`src/gb_cfg.svh`:
```
/*
 * memory map and register constants for the console system core
 * bus widths, region codes, io register addresses, irq vectors
 */
`ifndef GB_CFG_SVH
`define GB_CFG_SVH

// ------------------------------
// bus widths
`define GB_ADDR_W        16
`define GB_DATA_W        8

// memory depths as address widths
`define GB_WRAM_AW       13        // 8k work ram
`define GB_ZP_AW         7         // 127 bytes used of 128

// ------------------------------
// address[15:13] region codes
`define GB_RGN_VRAM      3'b100    // 8000-9fff
`define GB_RGN_CRAM      3'b101    // a000-bfff, on the cartridge
`define GB_RGN_WRAM      3'b110    // c000-dfff
`define GB_RGN_ECHO      3'b111    // e000-fdff mirrors wram

// address[15:8] pages
`define GB_PAGE_BOOT     8'h00     // boot rom overlay
`define GB_PAGE_IO       8'hFF     // io regs + zero page

// single registers
`define GB_REG_JOY       16'hFF00
`define GB_REG_IF        16'hFF0F
`define GB_REG_BOOT      16'hFF50
`define GB_REG_IE        16'hFFFF

// ------------------------------
// interrupts
`define GB_NUM_IRQ       5
`define GB_IRQ_VEC_BASE  8'h40     // vblank
`define GB_IRQ_VEC_STEP  8'h08
`define GB_IRQ_VEC_NONE  8'h55     // nothing pending

`endif

```
`src/gb_pkg.sv`:
```
/*
 * gb_pkg
 * shared types of the system core: cpu bus bundle, the two
 * views of an address word, interrupt flag vector, decoder selects
 */
`default_nettype none

`include "gb_cfg.svh"

package gb_pkg;

	// one cycle of the external cpu bus
	typedef struct packed {
		logic [`GB_ADDR_W-1:0] addr;
		logic [`GB_DATA_W-1:0] dout;    // cpu write data
		logic                  rd;
		logic                  wr;
		logic                  ack;     // iorq + m1, irq acknowledge
	} cpu_bus_t;

	// io view, page + register
	typedef struct packed {
		logic [7:0] page;
		logic [7:0] ioreg;
	} addr_io_t;

	// memory view, 8k region + 4k half + offset
	typedef struct packed {
		logic [2:0]  region;
		logic        bank_hi;
		logic [11:0] offset;
	} addr_mem_t;

	typedef union packed {
		addr_io_t  io;
		addr_mem_t mem;
	} gb_addr_u;

	// IF / IE layout, vblank in bit 0
	typedef struct packed {
		logic joypad;
		logic serial;
		logic timer;
		logic lcd;
		logic vblank;
	} irq_vec_t;

	// decoder output, at most one set
	typedef struct packed {
		logic rom;
		logic cram;
		logic vram;
		logic wram;     // includes echo
		logic zp;
		logic joy;
		logic if_r;
		logic ie_r;
		logic boot;
	} mem_sel_t;

endpackage

`default_nettype wire

```
`src/gb_addr_decode.sv`:
```
/*
 * cpu address decoder
 * turns the 16 bit cpu address into one-hot block selects,
 * memory regions from the top three bits, io from the page
 */
`timescale 1ns/10ps
`default_nettype none

`include "gb_cfg.svh"

module gb_addr_decode (
	input  gb_pkg::gb_addr_u addr,
	output gb_pkg::mem_sel_t sel
);

	logic io_page;      // ff00-ffff
	logic echo_top;     // fe00-ffff, oam and io, not echo
	logic zp_range;     // ff80-ffff before ie is removed

	assign io_page  = (addr.io.page == `GB_PAGE_IO);
	assign echo_top = addr.mem.bank_hi && (&addr.mem.offset[11:9]);
	assign zp_range = io_page && addr.io.ioreg[7];

	// ------------------------------
	// region and register decode
	always_comb begin
		sel = '0;

		// lower 32k is cartridge rom, boot rom overlaid outside
		sel.rom  = ~addr.mem.region[2];
		sel.vram = (addr.mem.region == `GB_RGN_VRAM);
		sel.cram = (addr.mem.region == `GB_RGN_CRAM);

		// c000-dfff plus e000-fdff mirror
		sel.wram = (addr.mem.region == `GB_RGN_WRAM) ||
			((addr.mem.region == `GB_RGN_ECHO) && !echo_top);

		sel.zp   = zp_range && (addr != `GB_REG_IE);    // ffff is ie

		sel.joy  = (addr == `GB_REG_JOY);
		sel.if_r = (addr == `GB_REG_IF);
		sel.ie_r = (addr == `GB_REG_IE);
		sel.boot = (addr == `GB_REG_BOOT);
	end

	// regions and registers must never overlap
	always_comb begin
		assert ($onehot0(sel))
		else $error("gb_addr_decode: more than one select for %h", addr);
	end

endmodule

`default_nettype wire

```
`config.mk`:
```
export PLATFORM = sky130hd
export DESIGN_NAME = gb_addr_decode
export DESIGN_NICKNAME = d
export VERILOG_FILES = /design/src/gb_pkg.sv /design/src/gb_addr_decode.sv
export VERILOG_INCLUDE_DIRS = /design/src
export SDC_FILE = /design/constraint.sdc
export NUM_CORES = 1
export LEC_CHECK = 0
export ABC_CLOCK_PERIOD_IN_PS = 800
export BUFFER_PORTS_ARGS = -buffer_cell sky130_fd_sc_hd__buf_2
export CORE_AREA = 2 2 39 41
export DETAILED_ROUTE_END_ITERATION = 8
export DIE_AREA = 0 0 41 43
export PLACE_DENSITY = 0.5
export SLEW_MARGIN = 10
export SYNTH_ARGS = -nofsm -noshare
export SYNTH_HDL_FRONTEND = slang
export SYNTH_SLANG_ARGS = --single-unit
```
`constraint.sdc`:
```
create_clock -name vclk -period 0.8
set_input_delay 0.2 -clock vclk [all_inputs]
set_output_delay 0.2 -clock vclk [all_outputs]
set_load 0.05 [all_outputs]
```
==> results.yml, run 1 <==
outcome:
  status: "complete, but fails checks"
  failed_checks: "negative setup slack"
yosys:
  netlist_instances: 21
  synth_seq_area_share_pct: 0
  synth_area_per_cell_sq_um: 6.911
  synth_area_sq_um: 145.1
  post_synth_num_cell_types: 13
  yosys_warnings: 0
  syn-num-nets: 37
placed_design:
  dp_hpwl_um: 645.3
  placedCellCount: 71
  post_dp_cell_area_sq_um: 435.4
  detailedPlace.worstSlack_ps: -582.6
  globalplace.congestion: 0.7930
  portBuffers: 25
cells_and_area:
  num_antenna_cells: 0
  sequential_cell_total: 0
  clock_buffer_instance_count_of_the_final_layout: 0
  sequential_cell_area_sq_um: 0
  layout-area-overhead-vs-synth_pct: 400.0
  nNetsFinal: 78
  layout-drive-gt1-share_pct: 91.67
  final_cell_count_no_fill: 76
  finalInstanceArea_sq_um: 725.7
floorplan:
  placementRows: 14
  start_util_pct: 10.49
  core-area_sq_um: 1384
  floorplan.die_area_sq_um: 1763
  die-height_um: 43
  die_width_um: 41
  num_io_pins: 25
critical_path:
  critical_path_class: "primary input to primary output"
  cp-endpoint: "sel[2]"
  critical_path_arrival_ps: 1030
  cp-startpoint: "addr[6]"
  critical_path.max_fanout: 2
  worst_ep_required_time_ps: 600
  critical_path_capture_point_type: "primary output"
  cp-start-kind: "primary input"
power_and_ir_drop:
  pwr_density_cell_nw_per_um2: 416.5
  report.power.total_uw: 302.2
  power.static_leakage_uw: 0.0003243
  max-vdd-ir-drop_v: 0.0001628
timing:
  tightest_slew_ps: 245.8
  finalSetupViolCount: 9
  max_freq_ghz: 0.8104
  fin_ws_ps: -434.0
  worst_slew_margin_rel_pct: 83.49
  timing_hold_violations_final: 0
  holdWs_ps: 750.1
  timing.final.max_slew_violations: 0
  timing.final.crit_period_ps: 1234
  unrepaired_setup_endpoints_after_global_routing: "yes"
  fin_crit_sh_pct: 154.3
drt:
  detail_route.iter0.violations: 0
  drt.antenna.violating_nets: 0
  drt-total-wl_um: 1059
  avgViaCountPerCell: 4.724
  vias: 359
  routedWlPerCell_um: 13.93
  initial_drt_pass_iterations: 1
  count_of_unresolved_drc_violations_after_routing: 0
grt:
  first_global_vias: 400
  gr-total-overflow: 0
  gr-usage-all-layers_pct: 12.89
  grt_pass1_wl_um: 1587
  grt_antenna_before_repair: 0
  grt_max_degree: 4
hold_path:
  path_class_of_the_lowest_slack_min_delay_path: "primary input to primary output"
job:
  maxCapViolations: 0
clock_tree:
  cts_hold_buffers: 0
## cell usage after synthesis, drive strengths merged
| library cell | n | area (sq um) |
|---|---|---|
| nor2 | 1 | 6.260 |
| nor3b | 1 | 7.510 |
| and3 | 3 | 18.77 |
| a31oi | 1 | 6.260 |
| nor3 | 2 | 10.01 |
| nor4 | 3 | 25.02 |
| nor4b | 1 | 15.01 |
| nand2 | 2 | 7.510 |
| inv | 2 | 7.510 |
| o311a | 1 | 10.01 |
| nand4 | 4 | 31.28 |
## worst min-delay path by stage
stage                   to      from  cells past startpoint  slack [ps]
CTS                 sel[5]  addr[11]                      3         700
global placement    sel[5]  addr[11]                      3         790
floorplan           sel[6]  addr[14]                      1         460
global route        sel[6]  addr[13]                      4         760
finish              sel[6]  addr[13]                      4         750
detailed placement  sel[5]  addr[11]                      3         790
## placed cells by master (no fill, tap or decap)
master,Yosys,routed
sky130_fd_sc_hd__nor3b_4,0,1
sky130_fd_sc_hd__o311a_4,0,1
sky130_fd_sc_hd__buf_2,0,3
sky130_fd_sc_hd__inv_1,2,1
sky130_fd_sc_hd__buf_4,0,8
sky130_fd_sc_hd__nor3_2,0,1
sky130_fd_sc_hd__nor2_4,0,1
sky130_fd_sc_hd__nor3_4,0,1
sky130_fd_sc_hd__nor4_4,0,3
sky130_fd_sc_hd__nand4_4,0,1
sky130_fd_sc_hd__a31oi_4,0,1
sky130_fd_sc_hd__nand2_1,2,1
sky130_fd_sc_hd__nor4b_4,0,1
sky130_fd_sc_hd__buf_6,0,20
sky130_fd_sc_hd__inv_8,0,1
sky130_fd_sc_hd__buf_8,0,8
sky130_fd_sc_hd__and3_4,0,3
sky130_fd_sc_hd__nand2_2,0,1
sky130_fd_sc_hd__nand4_1,3,3
## routing by layer
layer / part of all wire [%] / global-route usage, % / vias to the layer above
met4: 0 / 0 / 0
li1: - / - / 168
met3: 11 / 1.571 / 0
met1: 25 / 10.13 / 166
met2: 64 / 29.38 / 25
met5: 0 / 0 / -
## logic make-up after synthesis
logic type      count (synthesis)  share of synthesized area (%)
buf+inv                         2                          5.174
simple gates                   17                          83.62
compound gates                  2                          11.21
## area by class of cell
| class | count | area (sq um) |
|---|---|---|
| timing repair buffer | 39 | 420.4 |
| inverter | 2 | 15.01 |
| multi-input combinational | 19 | 270.3 |
| tap | 16 | 20.02 |
| fill | 116 | 658.1 |
## timing repair
action,in CTS,in global routing
buffers inserted,2,5
setup endpoints to repair,9,9
gates resized for setup,53,12
pin swaps,10,10
## worst max-delay path, stage by stage
cell	delay, ps
sky130_fd_sc_hd__buf_8	100
sky130_fd_sc_hd__nor4_4	290
sky130_fd_sc_hd__nor4b_4	250
sky130_fd_sc_hd__buf_6	190
## report_power, final
part | internal, uW | leakage [uW] | switching (uW)
Combinational | 167 | 0.000324 | 135
Sequential | 0 | 0 | 0
Clock | 0 | 0 | 0
Total | 167 | 0.000324 | 135
## stage by stage
stage | util (%) | TNS [ps]
2_1_floorplan | - | -2849
3_3_place_gp | 31.46 | -4126
3_5_place_dp | 31.46 | -4084
4_1_cts | 47.74 | -2856
5_1_grt | 52.44 | -3070
6_report | 52.44 | -2767
(Power assumes the default switching activity.)
==> run 2: changes to the inputs <==
- ABC_CLOCK_PERIOD_IN_PS: 800 -> 1140
- GPL_TIMING_DRIVEN: default -> 0
- PLACE_DENSITY: 0.5 -> 0.48
- clock period: 0.8 -> 1.14 ns (I/O delays scaled with it)
==> run 2 against run 1 <==
The run still ends with negative setup slack left; critical path depth up 1; critical endpoint unchanged; clock-buffer cell count unchanged; via count decreased by 12%; sequential share of layout area stayed put; hold slack improved by 120 ps; highest routed layer unchanged; design area fell by 16%.
==> results.yml, run 2 (synthesis gave the netlist of run 1 again) <==
drt:
  detail_route.iter0.violations: 1
  drt-total-wl_um: 803
  avgViaCountPerCell: 4.716
  routedWlPerCell_um: 11.99
  count_of_unresolved_drc_violations_after_routing: 0
  initial_drt_pass_iterations: 2
  vias: 316
  highest_layer: "met3"
  met3RoutedLength_um: 116
  drt.antenna.violating_nets: 0
  met1_length_um: 259
  routed-wl-met2_um: 427
power_and_ir_drop:
  report.power.total_uw: 176.3
  max-vdd-ir-drop_v: 0.0001036
  pwr_density_cell_nw_per_um2: 288.1
  power.static_leakage_uw: 0.0002628
floorplan:
  die_width_um: 41
  core-area_sq_um: 1384
  placementRows: 14
  num_io_pins: 25
  floorplan.die_area_sq_um: 1763
  die-height_um: 43
  start_util_pct: 10.49
critical_path:
  critical_path.max_fanout: 2
  critical_path_class: "primary input to primary output"
  critical_path_capture_point_type: "primary output"
  slowest_delay_ps: 260
  cp_buf_inv_count: 3
  cp-start-kind: "primary input"
  worst_ep_required_time_ps: 850
  critical_path_arrival_ps: 1120
  crit_path_cell_trace: "buf_8, nand4_1, buf_4, nor4b_4, buf_6"
  crit_family: "buffers and inverters"
  cpMaxStageDelayCell: "sky130_fd_sc_hd__nor4b_4"
cells_and_area:
  num_antenna_cells: 0
  clock_buffer_instance_count_of_the_final_layout: 0
  sequential_cell_area_sq_um: 0
  post-route-util_pct: 44.21
  layout-drive-gt1-share_pct: 86.27
  fill_cells: 131
  layout.cells.most_common: "sky130_fd_sc_hd__buf_6"
  most_used_cells_in_the_layout_excluding_fill_and_tap_cells: "sky130_fd_sc_hd__buf_6 (11), sky130_fd_sc_hd__buf_8 (10), sky130_fd_sc_hd__buf_4 (5)"
  layout-area-overhead-vs-synth_pct: 321.6
  multiInputGateArea_sq_um: 252.7
  nNetsFinal: 69
  sequential_cell_total: 0
job:
  maxCapViolations: 0
placed_design:
  globalplace.congestion: 0.6329
  detailedPlace.worstSlack_ps: -520.5
  portBuffers: 25
  dp_hpwl_um: 593.5
timing:
  timing_hold_violations_final: 0
  unrepaired_setup_endpoints_after_global_routing: "yes"
  fin_ws_ps: -268.1
  totalNegativeSetupSlack_ps: -1241
  finalSetupViolCount: 6
  tightest_slew_ps: 241.3
  worst_slew_margin_rel_pct: 83.79
  timing.final.crit_period_ps: 1408
  fin_crit_sh_pct: 123.5
  timing.final.max_slew_violations: 0
  max_freq_ghz: 0.7102
hold_path:
  path_class_of_the_lowest_slack_min_delay_path: "primary input to primary output"
outcome:
  status: "complete, but fails checks"
  failed_checks: "negative setup slack"
grt:
  first_global_vias: 280
  gr-total-overflow: 0
  grt_pass1_wl_um: 1117
  gr-usage-all-layers_pct: 8.591
  grt_antenna_before_repair: 0
  grt_max_degree: 5
clock_tree:
  cts_hold_buffers: 0
## run 2: metal layers
metal	track usage [%]	vias to the layer above
met5	0	-
met4	0	0
met3	1.047	0
met2	15.94	23
met1	10.44	144
li1	-	149
## run 2: per-stage QoR
step / instance area [sq um] / hold slack (ps) / cells
after floorplan: 217.7 / 632.8 / 21
after global placement: 362.8 / 958.0 / 62
after detailed placement: 362.8 / 959.4 / 62
after CTS: 564.3 / 869.4 / 66
after global routing: 611.8 / 878.0 / 67
final: 611.8 / 869.2 / 67
## run 2: power by group
| group | leakage, uW | switching (uW) | internal, uW |
|---|---|---|---|
| clock | 0 | 0 | 0 |
| sequential | 0 | 0 | 0 |
| combinational | 0.000263 | 82.0 | 94.3 |
## run 2: area by class of cell
| class | count | area share [%] |
|---|---|---|
| timing repair buffer | 30 | 54.19 |
| multi-input combinational | 19 | 41.31 |
| tap | 16 | 3.272 |
| inverter | 2 | 1.227 |
## run 2: path summary, 6_finish.rpt
path                      from  endpoint  slack, ps  depth (start not counted)
worst min-delay path  addr[11]    sel[5]        870                          3
worst max-delay path   addr[3]    sel[2]       -270                          5
## run 2: repair_timing
action / CTS / global route
endpoints found under the setup margin: 9 / 8
pin swaps: 12 / 6
setup buffers: 4 / 1
resized for setup: 44 / 12
## run 2: tightest hold or removal path, delay by kind of cell
| kind | cells | cell delay [ps] |
|---|---|---|
| buffers and inverters | 2 | 220 |
| AOI/OAI and AO/OA | 1 | 80 |
==> run 3: changes to the inputs <==
- ABC_CLOCK_PERIOD_IN_PS: 1140 -> default
- GPL_TIMING_DRIVEN: 0 -> default
==> run 3 against run 2 <==
The run still ends with negative setup slack left; combinational power increased by 11%; fmax fell by 3.2%; sequential share of layout area did not move; global-route usage is 3.3 points higher; non-clock buffer count up 7; via count is 9.5% higher; flip-flop and latch count stayed put.
==> results.yml, run 3 (synthesis gave the netlist of run 1 again) <==
outcome:
  status: "complete, but fails checks"
  failed_checks: "negative setup slack"
cells_and_area:
  num_antenna_cells: 0
  layout-drive-gt1-share_pct: 87.93
  most_used_cells_in_the_layout_excluding_fill_and_tap_cells: "sky130_fd_sc_hd__buf_6 (19), sky130_fd_sc_hd__buf_4 (9), sky130_fd_sc_hd__buf_8 (6)"
  layout.cells.most_common: "sky130_fd_sc_hd__buf_6"
  nNetsFinal: 76
  sequential_cell_total: 0
  layout-area-overhead-vs-synth_pct: 369.8
  sequential_cell_area_sq_um: 0
  final_cell_count_no_fill: 74
  clock_buffer_instance_count_of_the_final_layout: 0
timing:
  fin_crit_sh_pct: 127.6
  totalNegativeSetupSlack_ps: -1480
  timing.final.max_slew_violations: 0
  worst_slew_margin_rel_pct: 82.69
  timing.final.crit_period_ps: 1455
  tightest_slew_ps: 257.7
  max_freq_ghz: 0.6873
  fin_ws_ps: -315.0
  timing_hold_violations_final: 0
  unrepaired_setup_endpoints_after_global_routing: "yes"
  finalSetupViolCount: 7
drt:
  avgViaCountPerCell: 4.676
  initial_drt_pass_iterations: 2
  count_of_unresolved_drc_violations_after_routing: 0
  drt-total-wl_um: 979
  detail_route.iter0.violations: 1
  vias: 346
  routedWlPerCell_um: 13.23
  drt.antenna.violating_nets: 0
hold_path:
  whs_endpoint: "sel[6]"
  path_class_of_the_lowest_slack_min_delay_path: "primary input to primary output"
  hold_path.startpoint: "addr[13]"
  min_path_cells: 4
grt:
  gr-total-overflow: 0
  grt_antenna_before_repair: 0
  grt_max_degree: 5
  gr-usage-all-layers_pct: 11.89
  first_global_vias: 385
  grt_pass1_wl_um: 1483
critical_path:
  crit_path_cell_trace: "buf_8, nor4_4, nor4b_4, buf_6"
  critical_path_capture_point_type: "primary output"
  cp_buf_inv_count: 2
  cp-start-kind: "primary input"
  critical_path.max_fanout: 2
  worst_ep_required_time_ps: 850
  critical_path_arrival_ps: 1170
  crit_family: "simple AND/OR/NAND/NOR gates"
  slowest_delay_ps: 310
  cpMaxStageDelayCell: "sky130_fd_sc_hd__nor4_4"
  critical_path_class: "primary input to primary output"
power_and_ir_drop:
  power.net_switching_uw: 89.73
  internal-power_uw: 106.6
  pwr_density_cell_nw_per_um2: 287.9
  seqPwrFrac_pct: 0
  clockPowerShare_pct: 0
  switching_share_pct: 45.70
  combinationalPowerShare_pct: 100.0
  max-vdd-ir-drop_v: 0.0001087
  power.static_leakage_uw: 0.0003058
floorplan:
  start_util_pct: 10.49
  core-area_sq_um: 1384
  die_width_um: 41
  num_io_pins: 25
  placementRows: 14
  die-height_um: 43
  floorplan.die_area_sq_um: 1763
placed_design:
  dp_hpwl_um: 587.6
  placedCellCount: 72
  globalplace.congestion: 0.6792
  portBuffers: 25
job:
  maxCapViolations: 0
-- run 3: cell count changes in the layout (fill, tap and decap cells not counted) --
cell and delta:
sky130_fd_sc_hd__buf_6 +8, sky130_fd_sc_hd__buf_4 +4, sky130_fd_sc_hd__buf_8 -4, sky130_fd_sc_hd__buf_2 -1, sky130_fd_sc_hd__inv_2 -1, sky130_fd_sc_hd__inv_6 +1
sky130_fd_sc_hd__o311a_2 -1, sky130_fd_sc_hd__o311a_4 +1
-- run 3: per-stage QoR --
stage | worst slack, ps | area (sq um) | power (uW) | util (%) | hold slack [ps]
after floorplan | -349.1 | 217.7 | 52.01 | - | 632.8
after global placement | -401.2 | 437.9 | 127.2 | 31.65 | 1023
after detailed placement | -391.7 | 437.9 | 126.7 | 31.65 | 1017
after CTS | -264.8 | 666.9 | 187.7 | 48.19 | 933.2
after global routing | -345.9 | 681.9 | 208.6 | 49.28 | 939.2
final | -315.0 | 681.9 | 196.3 | 49.28 | 918.6
-- run 3: area by class of cell --
type                       count  area (sq um)
tap                           16         20.02
multi-input combinational     19         262.8
inverter                       2         12.51
timing repair buffer          37         386.6
fill                         124         701.9
-- run 3: power by group through the flow --
stage,registers (uW),logic [uW],clock network [uW]
floorplan,0,52.0,0
global placement,0,127,0
detailed placement,0,127,0
CTS,0,188,0
global route,0,209,0
finish,0,196,0
-- run 3: per-layer routing --
layer | share of wire (%) | global-route usage (%) | wire length [um]
met1 | 31 | 11.71 | 301
met5 | 0 | 0 | 0
met4 | 0 | 0 | 0
met3 | 9.7 | 0 | 95
met2 | 59 | 25.62 | 582
-- run 3: worst max-delay path by stage --
stage | cells past startpoint | start | to
detailed placement | 5 | addr[0] | sel[3]
CTS | 4 | addr[6] | sel[2]
finish | 4 | addr[7] | sel[2]
floorplan | 2 | addr[3] | sel[2]
global placement | 5 | addr[10] | sel[4]
global route | 4 | addr[7] | sel[2]
-- run 3: timing repair --
item	CTS	global route
hold buffers	0	0
pin swaps	9	5
resized for setup	50	3
setup buffers	2	0
endpoints found under the setup margin	9	8
-- run 3: worst min-delay path, cell delays in order --
cell                     delay (ps)
sky130_fd_sc_hd__buf_6           70
sky130_fd_sc_hd__buf_6          100
sky130_fd_sc_hd__nor3_4          40
sky130_fd_sc_hd__buf_6          140
