### src/gb_cfg.svh
/*
 * memory map and register constants for the console system core
 * bus widths, region codes, io register addresses, irq vectors
 */
`ifndef GB_CFG_SVH
`define GB_CFG_SVH

// ------------------------------
// bus widths
`define GB_ADDR_W        16
`define GB_DATA_W        8

// memory depths as address widths
`define GB_WRAM_AW       13        // 8k work ram
`define GB_ZP_AW         7         // 127 bytes used of 128

// ------------------------------
// address[15:13] region codes
`define GB_RGN_VRAM      3'b100    // 8000-9fff
`define GB_RGN_CRAM      3'b101    // a000-bfff, on the cartridge
`define GB_RGN_WRAM      3'b110    // c000-dfff
`define GB_RGN_ECHO      3'b111    // e000-fdff mirrors wram

// address[15:8] pages
`define GB_PAGE_BOOT     8'h00     // boot rom overlay
`define GB_PAGE_IO       8'hFF     // io regs + zero page

// single registers
`define GB_REG_JOY       16'hFF00
`define GB_REG_IF        16'hFF0F
`define GB_REG_BOOT      16'hFF50
`define GB_REG_IE        16'hFFFF

// ------------------------------
// interrupts
`define GB_NUM_IRQ       5
`define GB_IRQ_VEC_BASE  8'h40     // vblank
`define GB_IRQ_VEC_STEP  8'h08
`define GB_IRQ_VEC_NONE  8'h55     // nothing pending

`endif

### src/gb_pkg.sv
/*
 * gb_pkg
 * shared types of the system core: cpu bus bundle, the two
 * views of an address word, interrupt flag vector, decoder selects
 */
`default_nettype none

`include "gb_cfg.svh"

package gb_pkg;

	// one cycle of the external cpu bus
	typedef struct packed {
		logic [`GB_ADDR_W-1:0] addr;
		logic [`GB_DATA_W-1:0] dout;    // cpu write data
		logic                  rd;
		logic                  wr;
		logic                  ack;     // iorq + m1, irq acknowledge
	} cpu_bus_t;

	// io view, page + register
	typedef struct packed {
		logic [7:0] page;
		logic [7:0] ioreg;
	} addr_io_t;

	// memory view, 8k region + 4k half + offset
	typedef struct packed {
		logic [2:0]  region;
		logic        bank_hi;
		logic [11:0] offset;
	} addr_mem_t;

	typedef union packed {
		addr_io_t  io;
		addr_mem_t mem;
	} gb_addr_u;

	// IF / IE layout, vblank in bit 0
	typedef struct packed {
		logic joypad;
		logic serial;
		logic timer;
		logic lcd;
		logic vblank;
	} irq_vec_t;

	// decoder output, at most one set
	typedef struct packed {
		logic rom;
		logic cram;
		logic vram;
		logic wram;     // includes echo
		logic zp;
		logic joy;
		logic if_r;
		logic ie_r;
		logic boot;
	} mem_sel_t;

endpackage

`default_nettype wire

### src/gb_irq_ctrl.sv
/*
 * interrupt controller
 * IF / IE registers, edge capture of the event inputs, priority
 * vector for the ack cycle and clear of the served flag when ack ends
 */
`timescale 1ns/10ps
`default_nettype none

`include "gb_cfg.svh"

module gb_irq_ctrl (
	input  logic             clk_cpu,
	input  logic             reset_r,
	input  gb_pkg::cpu_bus_t bus,
	input  gb_pkg::mem_sel_t sel,
	input  logic             vblank_irq,
	input  logic             lcd_irq,
	input  logic             timer_irq,
	input  logic             serial_irq,
	input  logic [3:0]       joy_din,
	output gb_pkg::irq_vec_t if_q,
	output gb_pkg::irq_vec_t ie_q,
	output logic [7:0]       vec,
	output logic             irq_n
);

	logic [`GB_NUM_IRQ-1:0] if_r;
	logic [`GB_NUM_IRQ-1:0] ie_r;
	logic [`GB_NUM_IRQ-1:0] pend;       // enabled and flagged
	logic [`GB_NUM_IRQ-1:0] rise;       // new events this cycle
	logic [`GB_NUM_IRQ-1:0] clr;        // highest pending, one-hot
	logic [3:0]             ev_now;
	logic [3:0]             ev_q;       // last event levels
	logic [3:0]             joy_d1;
	logic [3:0]             joy_d2;
	logic                   joy_fall;
	logic                   ack_q;
	logic                   ack_end;
	logic                   if_wr;
	logic                   pend_any;
	logic [2:0]             pri_idx;

	assign ev_now   = {serial_irq, timer_irq, lcd_irq, vblank_irq};
	assign joy_fall = |(joy_d2 & ~joy_d1);          // any line P10..P13 went low
	assign rise     = {joy_fall, ev_now & ~ev_q};
	assign pend     = if_r & ie_r;
	assign ack_end  = ack_q && !bus.ack;
	assign if_wr    = sel.if_r && bus.wr;

	// ------------------------------
	// priority, bit 0 wins
	always_comb begin
		pri_idx  = '0;
		pend_any = 1'b0;
		for (int i = `GB_NUM_IRQ - 1; i >= 0; i--) begin
			if (pend[i]) begin
				pri_idx  = 3'(i);
				pend_any = 1'b1;
			end
		end
		clr          = '0;
		clr[pri_idx] = pend_any;
		vec = pend_any ? `GB_IRQ_VEC_BASE + `GB_IRQ_VEC_STEP * {5'd0, pri_idx}
			: `GB_IRQ_VEC_NONE;
	end

	// ------------------------------
	// flag and enable registers
	always_ff @(posedge clk_cpu) begin
		if (reset_r) begin
			if_r   <= '0;
			ie_r   <= '0;
			ev_q   <= '0;
			joy_d1 <= '1;       // lines idle high
			joy_d2 <= '1;
			ack_q  <= 1'b0;
		end else begin
			ev_q   <= ev_now;
			joy_d1 <= joy_din;
			joy_d2 <= joy_d1;
			ack_q  <= bus.ack;

			if (if_wr)
				if_r <= bus.dout[`GB_NUM_IRQ-1:0];    // cpu write beats events
			else if (ack_end)
				if_r <= (if_r | rise) & ~clr;         // served flag drops
			else
				if_r <= if_r | rise;

			if (sel.ie_r && bus.wr)
				ie_r <= bus.dout[`GB_NUM_IRQ-1:0];
		end
	end

	assign if_q  = if_r;
	assign ie_q  = ie_r;
	assign irq_n = ~pend_any;

	// line low exactly when an enabled flag is set
	a_irq_vec: assert property (@(posedge clk_cpu) disable iff (reset_r)
		irq_n == ((if_r & ie_r) == '0));

	// end of ack removes the lowest pending flag
	a_ack_clr: assert property (@(posedge clk_cpu) disable iff (reset_r)
		($fell(bus.ack) && pend_any && !if_wr) |=>
			((if_r & $past(pend & (~pend + 1'b1))) == '0));

endmodule

`default_nettype wire

### config.mk
export PLATFORM = sky130hd
export DESIGN_NAME = gb_irq_ctrl
export DESIGN_NICKNAME = d
export VERILOG_FILES = /design/src/gb_pkg.sv /design/src/gb_irq_ctrl.sv
export VERILOG_INCLUDE_DIRS = /design/src
export SDC_FILE = /design/constraint.sdc
export NUM_CORES = 1
export LEC_CHECK = 0
export BUFFER_PORTS_ARGS = -buffer_cell sky130_fd_sc_hd__buf_2
export CORE_MARGIN = 3
export CORE_UTILIZATION = 43
export CTS_CLUSTER_DIAMETER = 30
export DETAILED_ROUTE_END_ITERATION = 16
export GPL_TIMING_DRIVEN = 0
export PLACE_DENSITY_LB_ADDON = 0.1
export SYNTH_ARGS = -nofsm -noshare
export SYNTH_HDL_FRONTEND = slang
export SYNTH_SLANG_ARGS = --single-unit
### constraint.sdc
create_clock -name clk_cpu -period 3.15 [get_ports clk_cpu]
set_input_delay 0.1575 -clock clk_cpu [delete_from_list [all_inputs] [get_ports clk_cpu]]
set_output_delay 0.1575 -clock clk_cpu [all_outputs]
set_load 0.01 [all_outputs]
==> impl_metrics.py, run 1 <==
metrics = {
    "place": {
        "gp_congestion": 0.832,
        "pre_cts_ws_ns": 1.93,
        "place_inst": 169,
        "portBuffers": 33,
        "hpwl_um": 1600,
    },
    "global_route": {
        "antenna_found_initial": 0,
        "grt_max_degree": 15,
        "grtUsageTotal_pct": 16.4,
        "grt_pass1_vias": 735,
        "grt_overflow": 0,
        "grt_pass1_wl_um": 3310,
    },
    "critical_path": {
        "cp_max_fo": 5,
        "rr_worst_depth": 4,
        "timing.rr.end": "if_q[4]",
        "start_kind": "register",
        "r2r_setup_slack_ns": 1.99,
        "critical_path_required_ns": 2.99,
        "cp-end-kind": "output port",
        "r2r-start": "if_q[2]",
        "worstPathArrival_ns": 1.40,
        "critPathKind": "reg -> out",
    },
    "synth": {
        "ys_ff_latch": 23,
        "syn_area_um2": 957,
        "yosys.area_share.simple_pct": 26.7,
        "yosysUniqueCellTypes": 31,
        "synth-compound-area-share_pct": 16.5,
        "synth.avg_cell_area_um2": 8.86,
        "ys_seq_area_share_pct": 48.1,
        "synth_xor_area_share_pct": 0,
        "synth.area.mux_share_pct": 0,
        "syn_inst": 108,
        "synth_top_family_by_area": "simple AND/OR/NAND/NOR gates",
        "synth_fa_ha_area_share_pct": 0,
        "yosys_warnings": 0,
    },
    "sta": {
        "fmax_ghz": 0.641,
        "setup_viol": 0,
        "rsz0062_at_grt": "no",
        "fin_ws_ns": 1.59,
        "clock_skew_ns": 0.00126,
        "setup-tns-final_ns": 0,
        "post-route-min-period_ns": 1.56,
        "timing.final.crit_share_pct": 49.6,
        "hold_viol_final": 0,
        "drv_slew": 0,
    },
    "power": {
        "leakage_nw": 0.578,
        "p_per_area_nw_per_um2": 448,
        "peakVddDrop_mv": 0.364,
        "design_power_total_mw": 0.547,
    },
    "floorplan": {
        "initial_utilization_pct": 46.9,
        "pin_count": 65,
        "design.die.area_um2": 2830,
        "die-width_um": 53.2,
        "core_area_um2": 2040,
        "fp.dieH_um": 53.2,
        "num_rows": 16,
    },
    "drt": {
        "viasPerCell": 4.80,
        "num_vias": 845,
        "drt_iter0_drc": 3,
        "drc": 0,
        "wl_um": 2000,
        "dr.pass1.iters": 4,
        "wire_per_inst_um": 11.4,
        "antenna_left": 0,
    },
    "outcome": {
        "outcome": "finished, final reports clean",
    },
    "final_layout": {
        "final_common_cell": "buf_2",
        "fin_nets": 196,
        "finalNonFillerCells": 176,
        "final_util_pct": 59.7,
        "final_layout_size_suffix_gt1_share_pct": 39.6,
        "area_growth_syn_to_layout_pct": 27.5,
        "filler_cell_count": 207,
        "final_cell_mix": "buf_2, dfxtp_1, nand2_1",
        "diodes": 0,
    },
    "clock_network": {
        "root_buffer": "clkbuf_4",
        "cts_tree": "built",
        "clk_pin_slew_ns": 0.13,
        "clock_sinks": 23,
        "cts-htree-levels": 1,
        "clock_latency_ns": 0.31,
        "cts_resized": 0,
        "cts_buffer_depth": 2,
        "cts_buffers": 3,
    },
    "run": {
        "drv_cap": 0,
    },
    "hold_path": {
        "hold_start": "joy_din[1]",
        "holdPathStages": 2,
        "hold_path.class": "in -> reg",
        "holdPathEnd": "joy_d1[1]",
    },
}
[state kept, by name (all words and copies together) (netlist names)]
register,cells
ack_q,1
ev_q,4
ie_q,5
if_q,5
joy_d1,4
joy_d2,4
[per-stage QoR]
stage | instance area, um^2 | hold WS, ns
finish | 1220 | 0.0206
global route | 1220 | 0.000537
CTS | 1190 | 0.00411
detailed placement | 1160 | 0.345
global placement | 1160 | 0.339
floorplan | 961 | 0.229
[worst max path at each step]
stage / from / endpoint / slack, ns / cells after the start
after global routing: if_q[2] / vec[0] / 1.46 / 5
final: ie_q[0] / vec[0] / 1.59 / 4
after floorplan: if_q[0] / vec[0] / 1.92 / 3
after detailed placement: ie_q[0] / vec[0] / 1.93 / 4
after CTS: ie_q[0] / vec[0] / 1.56 / 4
after global placement: if_q[0] / vec[2] / 1.96 / 4
[power by group]
group / switching (mW) / internal (mW) / total [mW]
combinational: 0.0430 / 0.0453 / 0.0883
clock: 0.0897 / 0.0484 / 0.138
sequential: 0.0125 / 0.308 / 0.320
[logic make-up (layout without fill, tap and decap cells)]
| group | Yosys count | in the layout |
|---|---|---|
| flops | 23 | 23 |
| buf+inv | 14 | 54 |
| other cells | 2 | 3 |
| compound gates | 23 | 23 |
| simple gates | 46 | 46 |
[critical path, cell delays in order, from the launching register on]
cell	delay, ns
dfxtp_1	0.38
a22o_4	0.29
nor2_1	0.17
buf_4	0.13
buf_2	0.11
[per-layer routing]
layer,up-vias,track usage [%],wire (um)
met5,-,0,0
met4,0,3.83,10
met3,2,5.92,158
met2,31,26.9,908
met1,376,20.3,922
li1,436,-,-
[cell usage after synthesis]
cell type	n	area, um^2
buf_4	6	45.0
o22ai_1	2	12.5
nor2b_1	7	43.8
o21bai_1	1	7.51
a31o_1	1	8.76
a22o_4	1	17.5
a22oi_1	1	7.51
nand3_1	7	35.0
nor2_1	4	15.0
a211oi_1	1	7.51
nor3b_1	1	7.51
nand2_4	1	11.3
o21ai_2	1	8.76
and3_2	1	7.51
conb_1	2	7.51
clkbuf_1	1	3.75
nor3_1	1	5.00
a311oi_1	1	8.76
and2b_2	1	8.76
nor2_4	1	11.3
inv_1	6	22.5
buf_2	1	5.00
a21oi_1	10	50.1
nand2_1	12	45.0
or2_2	8	50.1
a222oi_1	1	10.0
and3_1	1	6.26
o21ai_0	2	10.0
dfxtp_1	23	460
o32ai_1	1	8.76
or2b_2	1	8.76
[area by class of cell]
cell class / instances / area, um^2 / area share [%]
multi-input combinational: 72 / 424 / 34.8
tap: 27 / 33.8 / 2.77
buffer: 8 / 53.8 / 4.41
timing repair buffer: 36 / 195 / 16.0
inverter: 6 / 22.5 / 1.85
sequential: 23 / 460 / 37.7
clock inverter: 1 / 7.51 / 0.615
clock buffer: 3 / 22.5 / 1.85
[timing repair]
action,in CTS,in global routing
buffers inserted,0,0
endpoints found under the hold margin,0,3
endpoints found under the setup margin,0,0
hold buffers,0,3
(Power assumes the default switching activity.)
==> run 2: changes to the inputs <==
Settings changed: CORE_UTILIZATION 43 to 40.
Clock period 3.15 ns to 1.55 ns, I/O delays scaled along.
==> run 2 against run 1 <==
Compared with the run above: largest power group unchanged; count of clock-buffer cells in the layout unchanged; via count is 0.95% lower; cell count up 3.4%; setup slack worse by 1.5 ns; utilization fell by 2.6 points.
==> impl_metrics.py, run 2 (same netlist as run 1, synthesis figures left out) <==
metrics = {
    "outcome": {
        "outcome": "finished, final reports clean",
    },
    "critical_path": {
        "crit_chain": "a22oi_2, and3_2, and2b_2, buf_2",
        "max_stage_delay_ns": 0.42,
        "worstPathArrival_ns": 1.38,
        "cp_slowest_cell": "dfxtp_1",
        "cp-end-kind": "output port",
        "start_kind": "register",
        "r2r-start": "if_q[2]",
        "critPathKind": "reg -> out",
        "rr_worst_depth": 4,
        "critical_path_required_ns": 1.47,
        "cp_max_fo": 4,
        "timing.rr.end": "if_q[4]",
        "r2r_setup_slack_ns": 0.42,
    },
    "place": {
        "hpwl_um": 1600,
        "gp_congestion": 0.748,
        "portBuffers": 33,
    },
    "final_layout": {
        "area_growth_syn_to_layout_pct": 33.3,
        "final_layout_size_suffix_gt1_share_pct": 39.6,
        "final_common_cell": "buf_2",
        "final_cell_mix": "buf_2, dfxtp_1, nand2_1",
        "fin_nets": 201,
        "diodes": 0,
    },
    "power": {
        "peakVddDrop_mv": 0.608,
        "intPower_mw": 0.823,
        "p_seq_share_pct": 58.6,
        "p_per_area_nw_per_um2": 871,
        "swShare_pct": 26.0,
        "p_clk_share_pct": 24.1,
        "combPwrFrac_pct": 17.3,
        "design_power_total_mw": 1.11,
        "p_sw_mw": 0.289,
        "leakage_nw": 0.605,
    },
    "run": {
        "drv_cap": 0,
    },
    "sta": {
        "fin_hold_ws_ns": 0.00749,
        "setup-tns-final_ns": 0,
        "post-route-min-period_ns": 1.46,
        "setup_viol": 0,
        "drv_slew": 0,
        "timing.final.crit_share_pct": 94.3,
        "fmax_ghz": 0.684,
        "clock_skew_ns": 0.00536,
        "hold_viol_final": 0,
    },
    "clock_network": {
        "cts_buffers": 3,
        "cts-htree-levels": 1,
        "cts_tree": "built",
        "clock_latency_ns": 0.30,
        "post_cts_buffers": 0,
        "clock_sinks": 23,
        "cts_buffer_depth": 2,
        "clk_pin_slew_ns": 0.13,
        "root_buffer": "clkbuf_4",
    },
    "global_route": {
        "grt_pass1_wl_um": 3160,
        "grt_overflow": 0,
        "grt_max_degree": 14,
        "antenna_found_initial": 0,
        "grtUsageTotal_pct": 14.6,
        "grt_pass1_vias": 727,
    },
    "drt": {
        "dr.pass1.iters": 4,
        "antenna_left": 0,
        "highest_layer": "met4",
        "drt_iter0_drc": 13,
        "wl_um": 2080,
        "drc": 0,
        "met3_wirelength_um": 132,
        "num_vias": 837,
        "wire_per_inst_um": 11.4,
        "viasPerCell": 4.60,
        "wl_met2_um": 882,
        "met1_length_um": 1050,
    },
    "hold_path": {
        "hold_path.class": "in -> reg",
        "holdPathStages": 2,
        "holdPathEnd": "ack_q",
        "hold_start": "bus[0]",
    },
    "floorplan": {
        "fp.dieH_um": 54.9,
        "num_rows": 17,
        "initial_utilization_pct": 42.9,
        "pin_count": 65,
        "core_area_um2": 2230,
        "design.die.area_um2": 3020,
        "die-width_um": 54.9,
    },
}
[run 2: area by class of cell]
class	count	area (um^2)
flip-flops and latches	23	460
fillers	221	957
multi-input cells	72	432
plain buffers	8	53.8
clock inverters	1	5.00
inverters	6	22.5
repair buffers	41	245
well taps	28	35.0
clock buffers	3	22.5
[run 2: worst max-delay path by stage]
stage                       start  endpoint  slack (ns)  cells after the start
after floorplan           if_q[0]    vec[0]        0.40                      3
after global placement    if_q[2]   if_q[4]        0.41                      4
after detailed placement  if_q[2]   if_q[4]        0.40                      4
after CTS                 if_q[0]    vec[0]        0.06                      4
after global routing      if_q[2]    vec[5]      -0.001                      4
final                     if_q[2]    vec[5]        0.09                      4
[run 2: worst max-delay path, delay by kind of cell, from the launching register on]
family,cells,cell delay (ns)
flip-flops,1,0.42
AO/OA/AOI/OAI,1,0.11
AND/OR/NAND/NOR,2,0.42
buffers and inverters,1,0.13
[run 2: per-layer routing]
layer  vias up  GRT usage [%]
met4         0           4.86
met3         2           3.49
met5         -              0
met1       363           19.5
met2        25           23.0
li1        447              -
[run 2: through the flow]
| step | utilization, % | instances | area, um^2 | setup WS (ns) |
|---|---|---|---|---|
| 2_1_floorplan | - | 109 | 961 | 0.398 |
| 3_3_place_gp | 52.0 | 170 | 1160 | 0.408 |
| 3_5_place_dp | 52.0 | 170 | 1160 | 0.401 |
| 4_1_cts | 56.8 | 182 | 1270 | 0.0593 |
| 5_1_grt | 57.1 | 182 | 1280 | -0.00112 |
| 6_report | 57.1 | 182 | 1280 | 0.0879 |
[run 2: power groups by stage]
stage / sequential (mW) / combinational [mW] / clock, mW
finish: 0.652 / 0.192 / 0.268
CTS: 0.651 / 0.192 / 0.278
detailed placement: 0.664 / 0.177 / 0
global route: 0.657 / 0.216 / 0.304
global placement: 0.663 / 0.173 / 0
floorplan: 0.668 / 0.0980 / 0
[run 2: what timing repair did]
action,in CTS,in global routing
endpoints found under the hold margin,7,0
hold buffers,8,0
setup endpoints to repair,0,3
gates resized for setup,0,2
==> run 3: changes to the inputs <==
Settings changed: RECOVER_POWER set to 50.
==> run 3 against run 2 <==
Compared with the run above: via count is 0.24% lower; register-to-register slack barely moved; count of clock-buffer cells in the layout stayed put; worst hold slack worse by 0.00054 ns; sequential power about the same; global-route usage is the same; first-iteration DRC count is the same; clock power barely moved; utilization decreased by 0.39 points; die area stayed put; clock skew increased by 0.00072 ns; critical path type unchanged; largest cell class unchanged.
==> impl_metrics.py, run 3 (same netlist as run 1, synthesis figures left out) <==
metrics = {
    "outcome": {
        "outcome": "finished, final reports clean",
    },
    "drt": {
        "drc": 0,
        "wire_per_inst_um": 11.5,
        "antenna_left": 0,
        "dr.pass1.iters": 4,
        "drt_iter0_drc": 13,
        "num_vias": 835,
        "wl_um": 2100,
        "viasPerCell": 4.59,
    },
    "critical_path": {
        "critPathKind": "reg -> out",
        "cp_max_fo": 4,
        "rr_worst_depth": 4,
        "cp-end-kind": "output port",
        "max_stage_delay_ns": 0.42,
        "start_kind": "register",
        "cp_slowest_cell": "dfxtp_1",
        "critical_path_required_ns": 1.47,
        "crit_chain": "a22oi_2, and3_2, and2b_2, buf_2",
        "timing.rr.end": "if_q[4]",
        "r2r_setup_slack_ns": 0.41,
        "worstPathArrival_ns": 1.39,
        "r2r-start": "if_q[2]",
    },
    "hold_path": {
        "hold_path.class": "in -> reg",
        "hold_start": "bus[0]",
        "holdPathStages": 2,
        "holdPathEnd": "ack_q",
    },
    "clock_network": {
        "root_buffer": "clkbuf_4",
        "cts_tree": "built",
        "clock_sinks": 23,
        "cts_buffer_depth": 2,
        "clk_pin_slew_ns": 0.13,
        "cts-htree-levels": 1,
        "clock_latency_ns": 0.30,
        "post_cts_buffers": 0,
        "cts_buffers": 3,
    },
    "final_layout": {
        "finalNonFillerCells": 182,
        "diodes": 0,
        "final_util_pct": 56.8,
        "fin_nets": 201,
        "area_growth_syn_to_layout_pct": 32.4,
        "final_layout_size_suffix_gt1_share_pct": 35.1,
        "fin_area_um2": 1270,
        "final_common_cell": "buf_2",
        "final_cell_mix": "buf_2, dfxtp_1, nand2_1",
    },
    "place": {
        "placed_area_um2": 1160,
        "portBuffers": 33,
        "hpwl_um": 1600,
        "pre_cts_ws_ns": 0.401,
        "gp_congestion": 0.748,
        "place_inst": 170,
    },
    "sta": {
        "post-route-min-period_ns": 1.47,
        "fin_hold_ws_ns": 0.00695,
        "setup_viol": 0,
        "clock_skew_ns": 0.00608,
        "hold_viol_final": 0,
        "setup-tns-final_ns": 0,
        "fin_ws_ns": 0.0847,
        "fmax_ghz": 0.682,
        "timing.final.crit_share_pct": 94.5,
        "drv_slew": 0,
    },
    "floorplan": {
        "core_area_um2": 2230,
        "die-width_um": 54.9,
        "fp.dieH_um": 54.9,
        "num_rows": 17,
        "initial_utilization_pct": 42.9,
        "pin_count": 65,
        "design.die.area_um2": 3020,
    },
    "global_route": {
        "use_met2_pct": 23.0,
        "grtUsageTotal_pct": 14.6,
        "met3_usage_pct": 3.49,
        "grt_overflow": 0,
        "grt_pass1_vias": 727,
        "grt_max_degree": 14,
        "grt_use_met1_pct": 19.5,
        "grt_pass1_wl_um": 3160,
        "top_usage_layer": "met2",
        "antenna_found_initial": 0,
    },
    "power": {
        "peakVddDrop_mv": 0.607,
        "design_power_total_mw": 1.11,
        "p_per_area_nw_per_um2": 876,
        "leakage_nw": 0.581,
    },
    "run": {
        "drv_cap": 0,
    },
}
## run 3: changes by cell type in the layout (fill, tap and decap cells not counted)
cell / delta
clkbuf_1: +7
buf_2: -7
## run 3: worst max-delay path by stage
stage	cells past startpoint	to	startpoint	slack (ns)
2_1_floorplan	3	vec[0]	if_q[0]	0.40
3_3_place_gp	4	if_q[4]	if_q[2]	0.41
3_5_place_dp	4	if_q[4]	if_q[2]	0.40
4_1_cts	4	vec[0]	if_q[0]	0.06
5_1_grt	4	vec[5]	if_q[2]	-0.001
6_report	4	vec[5]	if_q[2]	0.08
## run 3: power breakdown
| group | internal [mW] | switching, mW |
|---|---|---|
| Combinational | 0.0979 | 0.0909 |
| Clock | 0.0961 | 0.172 |
| Sequential | 0.626 | 0.0267 |
## run 3: critical path, delay by kind of cell, from the launching register on
kind | cells | cell delay, ns
DFF | 1 | 0.42
buffers and inverters | 1 | 0.13
and+or+nand+nor | 2 | 0.43
AOI/OAI and AO/OA | 1 | 0.11
## run 3: layout make-up
| class | instances | area (um^2) |
|---|---|---|
| buffer | 8 | 52.6 |
| sequential | 23 | 460 |
| clock inverter | 1 | 5.00 |
| inverter | 6 | 22.5 |
| tap | 28 | 35.0 |
| timing repair buffer | 41 | 238 |
| multi-input combinational | 72 | 432 |
| clock buffer | 3 | 22.5 |
| fill | 223 | 966 |
## run 3: repair_timing
item,4_1_cts,5_1_grt
resized for setup,0,2
hold buffers,8,0
endpoints found under the setup margin,0,3
endpoints found under the hold margin,7,0
## run 3: layer usage
metal	vias to the layer above	wire length [um]
met5	-	0
met4	0	14
met3	2	135
met2	25	882
met1	361	1070
li1	447	-
